[config.mk]
export PLATFORM = sky130hd
export DESIGN_NAME = ldst_subsystem
export DESIGN_NICKNAME = d
export VERILOG_FILES = /design/src/hdl/ldst_pkg.sv /design/src/hdl/ldst_cmd_decode.sv /design/src/hdl/ldst_channel.sv /design/src/hdl/ldst_mem_arbiter.sv /design/src/hdl/ldst_retire.sv /design/src/hdl/ldst_subsystem.sv
export SDC_FILE = /design/constraint.sdc
export NUM_CORES = 1
export LEC_CHECK = 0
export BUFFER_PORTS_ARGS = -buffer_cell sky130_fd_sc_hd__buf_2
export CAP_MARGIN = 20
export CORE_ASPECT_RATIO = 1.1
export CORE_UTILIZATION = 60
export CTS_CLUSTER_DIAMETER = 120
export DETAILED_ROUTE_END_ITERATION = 16
export GPL_ROUTABILITY_DRIVEN = 0
export GPL_TIMING_DRIVEN = 1
export PLACE_DENSITY_LB_ADDON = 0.08
export SYNTH_ARGS = -nofsm -noshare
export SYNTH_HDL_FRONTEND = slang
export SYNTH_SLANG_ARGS = --single-unit
[constraint.sdc]
create_clock -name clock -period 5.5 [get_ports clock]
set_input_delay 0.825 -clock clock [delete_from_list [all_inputs] [get_ports clock]]
set_output_delay 0.825 -clock clock [all_outputs]
set_load 0.01 [all_outputs]
[src/hdl/ldst_pkg.sv]
// Shared widths, op codes and the age compare of the load/store block.
// Addresses count words. There is no byte addressing and no alignment check.
// Issue numbers wrap at 64, so is_older only holds while fewer than 64 are live.
`default_nettype none

package ldst_pkg;

	////////////////////////////////////////////////////////////////////////////
	// Widths with a meaning
	////////////////////////////////////////////////////////////////////////////

	typedef logic [31:0] addr_t;		// Word address
	typedef logic [31:0] data_t;		// One vector element
	typedef logic [7:0]  len_t;			// Elements per command, 0 allowed
	typedef logic [7:0]  idx_t;			// Element index inside a command
	typedef logic [5:0]  issue_no_t;	// Wrapping issue number
	typedef logic [4:0]  dst_t;			// Destination vector register
	typedef logic [1:0]  op_type_t;

	////////////////////////////////////////////////////////////////////////////
	// Op codes
	////////////////////////////////////////////////////////////////////////////

	// Memory command; op_class then selects load (0) or store (1)
	localparam op_type_t OP_MEM = 2'b11;

	////////////////////////////////////////////////////////////////////////////
	// Age compare
	////////////////////////////////////////////////////////////////////////////

	// True when a was issued before b. Age is the distance back from newest,
	// so the compare stays right across the wrap of the issue counter
	function automatic logic is_older(
		input issue_no_t a,
		input issue_no_t b,
		input issue_no_t newest
	);
		issue_no_t age_a;
		issue_no_t age_b;
		age_a = newest - a;		// Lifetime of a
		age_b = newest - b;		// Lifetime of b
		return age_a > age_b;
	endfunction

endpackage

`default_nettype wire

[src/hdl/ldst_cmd_decode.sv]
// Splits issued commands into load and store pushes, one cycle after acceptance.
// Stall is combinational from the target queue's full flag; others never stall.
// Non-memory commands are taken and dropped.
`default_nettype none

module ldst_cmd_decode (
	input  wire                  clock,
	input  wire                  rst_n,
	input  wire                  req,
	input  wire ldst_pkg::op_type_t  op_type,
	input  wire                  op_class,
	input  wire ldst_pkg::dst_t      dst,
	input  wire ldst_pkg::issue_no_t issue_no,
	input  wire ldst_pkg::len_t      src_len,
	input  wire ldst_pkg::addr_t     src_stride,
	input  wire ldst_pkg::addr_t     src_base,
	input  wire                  ld_full,
	input  wire                  st_full,
	output logic                 issue_stall,
	output logic                 ld_push,
	output logic                 st_push,
	output ldst_pkg::len_t       cmd_len,
	output ldst_pkg::addr_t      cmd_stride,
	output ldst_pkg::addr_t      cmd_base,
	output ldst_pkg::dst_t       cmd_dst,
	output ldst_pkg::issue_no_t  cmd_no,
	output ldst_pkg::issue_no_t  newest_no
);
	import ldst_pkg::*;

	logic is_mem;
	logic is_ld;
	logic is_st;
	logic accept;

	assign is_mem      = (op_type == OP_MEM);
	assign is_ld       = is_mem & ~op_class;
	assign is_st       = is_mem & op_class;
	assign issue_stall = req & ((is_ld & ld_full) | (is_st & st_full));
	assign accept      = req & ~issue_stall;		// Taken on this edge

	always_ff @(posedge clock) begin
		if (!rst_n) begin
			ld_push   <= 1'b0;
			st_push   <= 1'b0;
			newest_no <= '0;
		end else begin
			ld_push <= accept & is_ld;			// One-cycle pulse
			st_push <= accept & is_st;
			if (accept & is_mem) begin
				newest_no <= issue_no;			// Reference point for ages
			end
		end
	end

	// Descriptor shared by both directions; only the push tells them apart
	always_ff @(posedge clock) begin
		if (accept & is_mem) begin
			cmd_len    <= src_len;
			cmd_stride <= src_stride;
			cmd_base   <= src_base;
			cmd_dst    <= dst;
			cmd_no     <= issue_no;
		end
	end

endmodule

`default_nettype wire

[src/hdl/ldst_channel.sv]
// One direction: descriptor queue and strided walker over base + i * stride.
// The head entry stays queued until its done; full counts the push in flight.
// Loads expect rvalid exactly one cycle after the grant.
// Two dones of one channel are always at least one cycle apart.
`default_nettype none

module ldst_channel #(
	parameter int DEPTH_CMD = 4,
	parameter bit IS_STORE  = 1'b0
)(
	input  wire                      clock,
	input  wire                      rst_n,
	input  wire                      push,
	input  wire ldst_pkg::len_t      cmd_len,
	input  wire ldst_pkg::addr_t     cmd_stride,
	input  wire ldst_pkg::addr_t     cmd_base,
	input  wire ldst_pkg::dst_t      cmd_dst,
	input  wire ldst_pkg::issue_no_t cmd_no,
	input  wire                      gnt,
	input  wire                      rvalid,
	input  wire ldst_pkg::data_t     st_wdata,
	input  wire                      st_wvalid,
	output logic                     full,
	output logic                     mem_req,
	output ldst_pkg::addr_t          mem_addr,
	output ldst_pkg::data_t          mem_wdata,
	output logic                     st_wready,
	output ldst_pkg::idx_t           cur_idx,
	output ldst_pkg::dst_t           cur_dst,
	output logic                     done,
	output ldst_pkg::dst_t           done_dst,
	output ldst_pkg::issue_no_t      done_no
);
	import ldst_pkg::*;

	localparam int ptr_w = $clog2(DEPTH_CMD);
	localparam int cnt_w = $clog2(DEPTH_CMD + 1);

	typedef enum logic [1:0] {IDLE, RUN, DRAIN} state_t;

	len_t             q_len    [DEPTH_CMD];
	addr_t            q_stride [DEPTH_CMD];
	addr_t            q_base   [DEPTH_CMD];
	dst_t             q_dst    [DEPTH_CMD];
	issue_no_t        q_no     [DEPTH_CMD];
	logic [ptr_w-1:0] wr_ptr;
	logic [ptr_w-1:0] rd_ptr;
	logic [cnt_w-1:0] cnt;
	logic             q_empty;
	len_t             hd_len;
	addr_t            hd_stride;
	addr_t            hd_base;
	dst_t             hd_dst;
	issue_no_t        hd_no;
	state_t           state;
	idx_t             idx;
	addr_t            addr;
	data_t            wdata_q;
	logic             have_data;
	logic             last_el;
	logic             fin;

	////////////////////////////////////////////////////////////////////////////
	// Descriptor queue
	////////////////////////////////////////////////////////////////////////////

	// Empty queue bypass so a push starts the walker on the same edge
	assign q_empty   = (cnt == '0);
	assign hd_len    = q_empty ? cmd_len    : q_len[rd_ptr];
	assign hd_stride = q_empty ? cmd_stride : q_stride[rd_ptr];
	assign hd_base   = q_empty ? cmd_base   : q_base[rd_ptr];
	assign hd_dst    = q_empty ? cmd_dst    : q_dst[rd_ptr];
	assign hd_no     = q_empty ? cmd_no     : q_no[rd_ptr];

	assign full = (cnt == cnt_w'(DEPTH_CMD)) | (push & (cnt == cnt_w'(DEPTH_CMD - 1)));

	always_ff @(posedge clock) begin
		if (push) begin
			q_len[wr_ptr]    <= cmd_len;
			q_stride[wr_ptr] <= cmd_stride;
			q_base[wr_ptr]   <= cmd_base;
			q_dst[wr_ptr]    <= cmd_dst;
			q_no[wr_ptr]     <= cmd_no;
		end
	end

	always_ff @(posedge clock) begin
		if (!rst_n) begin
			wr_ptr <= '0;
			rd_ptr <= '0;
			cnt    <= '0;
		end else begin
			if (push) begin
				wr_ptr <= (wr_ptr == ptr_w'(DEPTH_CMD - 1)) ? '0 : wr_ptr + 1'b1;
			end
			if (fin) begin							// Pop at completion
				rd_ptr <= (rd_ptr == ptr_w'(DEPTH_CMD - 1)) ? '0 : rd_ptr + 1'b1;
			end
			cnt <= cnt + cnt_w'(push) - cnt_w'(fin);
		end
	end

	////////////////////////////////////////////////////////////////////////////
	// Walker
	////////////////////////////////////////////////////////////////////////////

	assign last_el   = (idx_t'(idx + 1'b1) == hd_len);
	assign mem_req   = (state == RUN) & (have_data | ~IS_STORE);
	assign mem_addr  = addr;
	assign mem_wdata = wdata_q;
	assign st_wready = IS_STORE & (state == RUN) & ~have_data;
	assign cur_idx   = idx_t'(idx - 1'b1);		// Element granted last edge
	assign cur_dst   = hd_dst;

	always_comb begin
		case (state)
			IDLE:    fin = (push | ~q_empty) & (hd_len == '0) & ~done;	// Zero count
			RUN:     fin = IS_STORE & gnt & last_el;
			DRAIN:   fin = rvalid;						// Last read back
			default: fin = 1'b0;
		endcase
	end

	always_ff @(posedge clock) begin
		if (!rst_n) begin
			state     <= IDLE;
			have_data <= 1'b0;
			done      <= 1'b0;
		end else begin
			done <= fin;
			if (st_wready & st_wvalid) begin
				have_data <= 1'b1;
			end else if (gnt) begin
				have_data <= 1'b0;				// Word gone to memory
			end
			case (state)
				IDLE: begin
					if ((push | ~q_empty) & (hd_len != '0)) begin
						state <= RUN;
					end
				end
				RUN: begin
					if (gnt & last_el) begin
						state <= IS_STORE ? IDLE : DRAIN;
					end
				end
				DRAIN: begin
					if (rvalid) begin
						state <= IDLE;
					end
				end
				default: state <= IDLE;
			endcase
		end
	end

	always_ff @(posedge clock) begin
		if (state == IDLE) begin
			idx  <= '0;
			addr <= hd_base;
		end else if (gnt) begin
			idx  <= idx + 1'b1;					// Advance on the grant edge
			addr <= addr + hd_stride;
		end
		if (st_wready & st_wvalid) begin
			wdata_q <= st_wdata;
		end
		if (fin) begin
			done_dst <= hd_dst;
			done_no  <= hd_no;
		end
	end

endmodule

`default_nettype wire

[src/hdl/ldst_mem_arbiter.sv]
// Shares one req/gnt memory port between the load and store channels.
// A request that is waiting keeps its port until granted.
// Round robin under contention, load first after reset.
`default_nettype none

module ldst_mem_arbiter (
	input  wire                  clock,
	input  wire                  rst_n,
	input  wire                  ld_req,
	input  wire ldst_pkg::addr_t ld_addr,
	input  wire                  st_req,
	input  wire ldst_pkg::addr_t st_addr,
	input  wire ldst_pkg::data_t st_wdata,
	input  wire                  mem_gnt,
	output logic                 ld_gnt,
	output logic                 st_gnt,
	output logic                 mem_req,
	output logic                 mem_we,
	output ldst_pkg::addr_t      mem_addr,
	output ldst_pkg::data_t      mem_wdata
);

	logic prefer_st;		// Store wins the next tie
	logic pend;				// Request out, grant not yet seen
	logic pend_st;			// Owner of that request
	logic sel_st;

	assign sel_st    = pend ? pend_st : (st_req & (~ld_req | prefer_st));
	assign mem_req   = ld_req | st_req;
	assign mem_we    = sel_st;
	assign mem_addr  = sel_st ? st_addr : ld_addr;
	assign mem_wdata = st_wdata;
	assign ld_gnt    = mem_gnt & ld_req & ~sel_st;
	assign st_gnt    = mem_gnt & sel_st;

	always_ff @(posedge clock) begin
		if (!rst_n) begin
			prefer_st <= 1'b0;
			pend      <= 1'b0;
			pend_st   <= 1'b0;
		end else begin
			pend    <= mem_req & ~mem_gnt;	// Freeze choice while waiting
			pend_st <= sel_st;
			if (mem_req & mem_gnt) begin
				prefer_st <= ~sel_st;		// Loser gets the next tie
			end
		end
	end

endmodule

`default_nettype wire

[src/hdl/ldst_retire.sv]
// Load write-back and completion report, both one cycle after their source.
// One done slot per channel; same-cycle dones go out oldest first.
`default_nettype none

module ldst_retire (
	input  wire                      clock,
	input  wire                      rst_n,
	input  wire ldst_pkg::issue_no_t newest_no,
	input  wire                      mem_rvalid,
	input  wire ldst_pkg::data_t     mem_rdata,
	input  wire ldst_pkg::idx_t      ld_idx,
	input  wire ldst_pkg::dst_t      ld_dst,
	input  wire                      ld_done,
	input  wire ldst_pkg::issue_no_t ld_done_no,
	input  wire                      st_done,
	input  wire ldst_pkg::issue_no_t st_done_no,
	output logic                     wb_valid,
	output ldst_pkg::dst_t           wb_dst,
	output ldst_pkg::idx_t           wb_idx,
	output ldst_pkg::data_t          wb_data,
	output logic                     done_valid,
	output ldst_pkg::issue_no_t      done_no,
	output logic                     done_is_store
);
	import ldst_pkg::*;

	logic      ld_pend;
	issue_no_t ld_pend_no;
	logic      st_pend;
	issue_no_t st_pend_no;
	logic      ld_c;			// Load done waiting to go out
	issue_no_t ld_c_no;
	logic      st_c;
	issue_no_t st_c_no;
	logic      pick_st;

	assign ld_c    = ld_pend | ld_done;
	assign ld_c_no = ld_pend ? ld_pend_no : ld_done_no;
	assign st_c    = st_pend | st_done;
	assign st_c_no = st_pend ? st_pend_no : st_done_no;
	assign pick_st = st_c & (~ld_c | is_older(st_c_no, ld_c_no, newest_no));

	always_ff @(posedge clock) begin
		if (!rst_n) begin
			wb_valid   <= 1'b0;
			done_valid <= 1'b0;
			ld_pend    <= 1'b0;
			st_pend    <= 1'b0;
		end else begin
			wb_valid   <= mem_rvalid;
			done_valid <= ld_c | st_c;
			ld_pend    <= ld_c & pick_st;	// Younger one waits a cycle
			st_pend    <= st_c & ~pick_st;
		end
	end

	always_ff @(posedge clock) begin
		wb_dst        <= ld_dst;
		wb_idx        <= ld_idx;
		wb_data       <= mem_rdata;
		done_no       <= pick_st ? st_c_no : ld_c_no;
		done_is_store <= pick_st;
		ld_pend_no    <= ld_c_no;
		st_pend_no    <= st_c_no;
	end

endmodule

`default_nettype wire

[src/hdl/ldst_subsystem.sv]
// Load/store block top: decoder, load and store channels, port arbiter, retire.
// Memory reads must return exactly one cycle after their grant.
`default_nettype none

module ldst_subsystem #(
	parameter int DEPTH_CMD = 4
)(
	input  wire                      clock,
	input  wire                      rst_n,
	input  wire                      req,
	input  wire ldst_pkg::op_type_t  op_type,
	input  wire                      op_class,
	input  wire ldst_pkg::dst_t      dst,
	input  wire ldst_pkg::issue_no_t issue_no,
	input  wire ldst_pkg::len_t      src_len,
	input  wire ldst_pkg::addr_t     src_stride,
	input  wire ldst_pkg::addr_t     src_base,
	output logic                     issue_stall,
	output logic                     mem_req,
	output logic                     mem_we,
	output ldst_pkg::addr_t          mem_addr,
	output ldst_pkg::data_t          mem_wdata,
	input  wire                      mem_gnt,
	input  wire                      mem_rvalid,
	input  wire ldst_pkg::data_t     mem_rdata,
	input  wire ldst_pkg::data_t     st_wdata,
	input  wire                      st_wvalid,
	output logic                     st_wready,
	output logic                     wb_valid,
	output ldst_pkg::dst_t           wb_dst,
	output ldst_pkg::idx_t           wb_idx,
	output ldst_pkg::data_t          wb_data,
	output logic                     done_valid,
	output ldst_pkg::issue_no_t      done_no,
	output logic                     done_is_store
);
	import ldst_pkg::*;

	logic      ld_full;
	logic      st_full;
	logic      ld_push;
	logic      st_push;
	len_t      cmd_len;
	addr_t     cmd_stride;
	addr_t     cmd_base;
	dst_t      cmd_dst;
	issue_no_t cmd_no;
	issue_no_t newest_no;
	logic      ld_req;
	addr_t     ld_addr;
	logic      ld_gnt;
	logic      st_req;
	addr_t     st_addr;
	data_t     st_mem_wdata;
	logic      st_gnt;
	idx_t      ld_idx;
	dst_t      ld_dst;
	logic      ld_done;
	issue_no_t ld_done_no;
	logic      st_done;
	issue_no_t st_done_no;

	ldst_cmd_decode cmd_decode (
		.clock(clock), .rst_n(rst_n), .req(req), .op_type(op_type), .op_class(op_class),
		.dst(dst), .issue_no(issue_no), .src_len(src_len), .src_stride(src_stride),
		.src_base(src_base), .ld_full(ld_full), .st_full(st_full),
		.issue_stall(issue_stall), .ld_push(ld_push), .st_push(st_push),
		.cmd_len(cmd_len), .cmd_stride(cmd_stride), .cmd_base(cmd_base),
		.cmd_dst(cmd_dst), .cmd_no(cmd_no), .newest_no(newest_no)
	);

	// Load copy has no store stream
	ldst_channel #(.DEPTH_CMD(DEPTH_CMD), .IS_STORE(1'b0)) ld_chan (
		.clock(clock), .rst_n(rst_n), .push(ld_push), .cmd_len(cmd_len),
		.cmd_stride(cmd_stride), .cmd_base(cmd_base), .cmd_dst(cmd_dst), .cmd_no(cmd_no),
		.gnt(ld_gnt), .rvalid(mem_rvalid), .st_wdata('0), .st_wvalid(1'b0),
		.full(ld_full), .mem_req(ld_req), .mem_addr(ld_addr), .mem_wdata(),
		.st_wready(), .cur_idx(ld_idx), .cur_dst(ld_dst), .done(ld_done),
		.done_dst(), .done_no(ld_done_no)
	);

	ldst_channel #(.DEPTH_CMD(DEPTH_CMD), .IS_STORE(1'b1)) st_chan (
		.clock(clock), .rst_n(rst_n), .push(st_push), .cmd_len(cmd_len),
		.cmd_stride(cmd_stride), .cmd_base(cmd_base), .cmd_dst(cmd_dst), .cmd_no(cmd_no),
		.gnt(st_gnt), .rvalid(1'b0), .st_wdata(st_wdata), .st_wvalid(st_wvalid),
		.full(st_full), .mem_req(st_req), .mem_addr(st_addr), .mem_wdata(st_mem_wdata),
		.st_wready(st_wready), .cur_idx(), .cur_dst(), .done(st_done),
		.done_dst(), .done_no(st_done_no)
	);

	ldst_mem_arbiter mem_arbiter (
		.clock(clock), .rst_n(rst_n), .ld_req(ld_req), .ld_addr(ld_addr),
		.st_req(st_req), .st_addr(st_addr), .st_wdata(st_mem_wdata), .mem_gnt(mem_gnt),
		.ld_gnt(ld_gnt), .st_gnt(st_gnt), .mem_req(mem_req), .mem_we(mem_we),
		.mem_addr(mem_addr), .mem_wdata(mem_wdata)
	);

	ldst_retire retire (
		.clock(clock), .rst_n(rst_n), .newest_no(newest_no), .mem_rvalid(mem_rvalid),
		.mem_rdata(mem_rdata), .ld_idx(ld_idx), .ld_dst(ld_dst), .ld_done(ld_done),
		.ld_done_no(ld_done_no), .st_done(st_done), .st_done_no(st_done_no),
		.wb_valid(wb_valid), .wb_dst(wb_dst), .wb_idx(wb_idx), .wb_data(wb_data),
		.done_valid(done_valid), .done_no(done_no), .done_is_store(done_is_store)
	);

endmodule

`default_nettype wire

==> impl_metrics.yaml <==
die:
  rows: 98
  start_util_pct: 61.1
  die_y_um: 273
  fp.dieArea_mm2: 0.0676
  io_pins: 278
  core_area_mm2: 0.0654
  chipWidth_um: 248
route:
  met3_length_um: 6100
  top_layer: "met4"
  drt_pass1_iterations: 5
  avgViaCountPerCell: 6.18
  num_vias: 23500
  drt_iter0_markers: 2030
  wl_met1_um: 39000
  wire_per_inst_um: 25.1
  antenna_left: 0
  route.met2.wl_um: 47000
  drc: 0
  wirelength_um: 95200
worst_setup_path:
  startpoint_type: "flop"
  cp_data_required_time_ns: 5.87
  cp.arrival_ns: 4.97
  path_class: "reg2reg"
  critPathMaxFanout: 16
  setup.worst_path.end_class: "flop"
grt:
  grt_antenna_before_repair: 1
  grt_overflow_total: 0
  grt_pass1_wl_um: 143000
  grt_pass1_vias: 23700
  grt_max_degree: 72
  track_usage_pct: 28.6
synthesis:
  synth_seq_cells: 954
  ys_types: 73
  synth_cells: 2563
  synth_ff_type: "edfxtp_1"
  synth_nets: 2820
  ys_warn_count: 0
  syn-cell-area_mm2: 0.0399
  ys_seq_area_share_pct: 68.8
  synth-async-reset-ratio_pct: 0
  synth_edf_count: 835
  syn_avg_cell_area_um2: 15.6
sta:
  fin_setup_tns_ns: 0
  finalHoldViolations: 0
  hold-worst-slack_ns: 0.279
  fin_crit_sh_pct: 83.7
  period_needed_ns: 4.61
  worst_slew_pin_slew_ns: 1.01
  setup_viol: 0
  finalMaxSlewViolations: 0
  fmax_mhz: 217
  fin_worst_skew_ns: 0.0219
  rsz0062_at_grt: "no"
  maxSlewHeadroom_pct: 32.3
clock_network:
  ctsHoldBuffers: 0
  clock-sinks: 954
  cts_max_level: 3
  cts_tree: "done"
  cts_root_buf: "clkbuf_16"
  cts_resized: 0
  clk-insertion-delay-late_ns: 0.65
  clk_path_buf_depth: 3
  cts_inserted_buffers: 94
  cts_setup_buffers: 0
  cts.clk_slew.worst_paths_ns: 0.06
cells_and_area:
  final_common_cell: "edfxtp_1"
  fin_nets: 3124
  fill_cells: 4315
  areaGrowthSynthToFinish_pct: 14.1
  diodes: 0
  stdcell_area_mm2: 0.0455
  final_cells: 3797
  drive_gt1_share_pct: 23.5
  final_cell_mix: "edfxtp_1 (835), nand2_1 (426), buf_2 (277), mux4_2 (160), dfxtp_1 (114)"
place:
  io_buffers: 277
  placed_cells: 3621
  dpl_cell_area_mm2: 0.0424
  dp_hpwl_um: 59400
status:
  outcome: "completed"
power:
  power_density_mw_per_mm2: 341
  ir_drop_mv: 0.298
  finalPower_uw: 15500
  leakagePower_uw: 0.0163
flow_run:
  cap_violations: 0
hold_path:
  min_path_type: "in2reg"
-- cell type report --
class                           count  area (um^2)  share of cell area (%)
Tap cell                          850         1060                    2.34
Sequential cell                   954        27500                    60.3
Inverter                           52          198                   0.434
Timing Repair Buffer              316         1770                    3.88
Clock buffer                      135         2760                    6.05
Multi-Input combinational cell   1449        11900                    26.1
Clock inverter                     41          399                   0.876
-- worst max-delay path: stages (launching register included) --
cell	delay, ns
dfxtp_4	0.60
buf_12	0.24
mux4_2	0.51
nand2_1	0.08
nand2_1	0.06
ha_1	0.35
a2111oi_2	0.53
o21ai_1	0.27
nand4_1	0.23
a21boi_1	0.14
a31oi_1	0.46
o31ai_1	0.23
a2111oi_0	0.50
a211oi_1	0.10
-- routing by layer --
metal,GRT usage (%),vias to the layer above
met2,47.0,945
met1,39.7,12000
met5,0,-
met4,10.3,0
met3,3.48,148
li1,-,10400
-- kinds of logic (layout without fill, tap and decap cells) --
group / count (synthesis) / count (layout) / synth area share (%)
mux: 253 / 253 / 11.6
compound gates: 314 / 314 / 5.16
simple gates: 687 / 687 / 7.51
fa+ha+maj: 101 / 101 / 3.28
xor+xnor: 94 / 94 / 2.10
flops: 954 / 954 / 68.8
buf+inv: 160 / 544 / 1.60
-- flip-flops by register name (all words and copies together), names as in the netlist, 128 cells and up, named ones only --
signal	flops
st_chan.q_stride	128
ld_chan.q_stride	128
st_chan.q_base	128
ld_chan.q_base	128
-- final timing paths --
check | cells after the start | endpoint | startpoint | slack, ns
worst min-delay path | 1 | retire.wb_data[4] | mem_rdata[4] | 0.28
worst max register to register | 13 | st_chan.mem_addr[31] | flop | 0.89
worst min register to register | 2 | cmd_decode.newest_no[0] | cmd_decode.newest_no[0] | 0.48
worst max-delay path | 13 | st_chan.mem_addr[31] | flop | 0.89
-- report_power, final --
part | internal [uW] | leakage, uW | switching (uW) | total [uW]
clock | 3820 | 0.00155 | 2660 | 6480
sequential | 7950 | 0.00861 | 96.9 | 8040
combinational | 395 | 0.00614 | 596 | 992
-- stage by stage --
stage	utilization (%)	setup slack, ns
3_5_place_dp	64.9	0.981
2_1_floorplan	-	1.06
6_report	69.7	0.894
4_1_cts	69.7	0.969
5_1_grt	69.7	0.599
3_3_place_gp	64.9	1.05
-- cells in the mapped netlist (all sizes together) (3+ instances only) --
library cell | number | share of area (%)
nor2 | 73 | 0.69
buf | 29 | 0.37
or3 | 13 | 0.20
nor2b | 15 | 0.24
inv | 51 | 0.48
nor4 | 6 | 0.094
nand3 | 35 | 0.44
a21o | 40 | 0.75
o211ai | 6 | 0.11
a2111oi | 5 | 0.16
o21bai | 8 | 0.15
a211oi | 12 | 0.23
xor2 | 37 | 0.81
xnor2 | 56 | 1.2
o21ai | 73 | 0.92
nor3 | 29 | 0.36
mux2 | 36 | 1.0
nand2 | 429 | 4.0
mux2i | 56 | 1.5
o22ai | 3 | 0.063
a21boi | 9 | 0.17
edfxtp | 835 | 63
nand2b | 6 | 0.094
nor4b | 3 | 0.066
a311oi | 5 | 0.11
fa | 6 | 0.30
a31o | 4 | 0.088
dfxtp | 119 | 6.0
clkbuf | 79 | 0.74
a31oi | 27 | 0.42
and2 | 24 | 0.38
or2 | 4 | 0.063
nand4 | 9 | 0.14
mux4 | 161 | 9.1
and4 | 4 | 0.088
ha | 95 | 3.0
o31ai | 12 | 0.23
and3 | 28 | 0.44
o21a | 13 | 0.24
nand3b | 3 | 0.056
a21oi | 73 | 0.92
(Power assumes the default switching activity.)
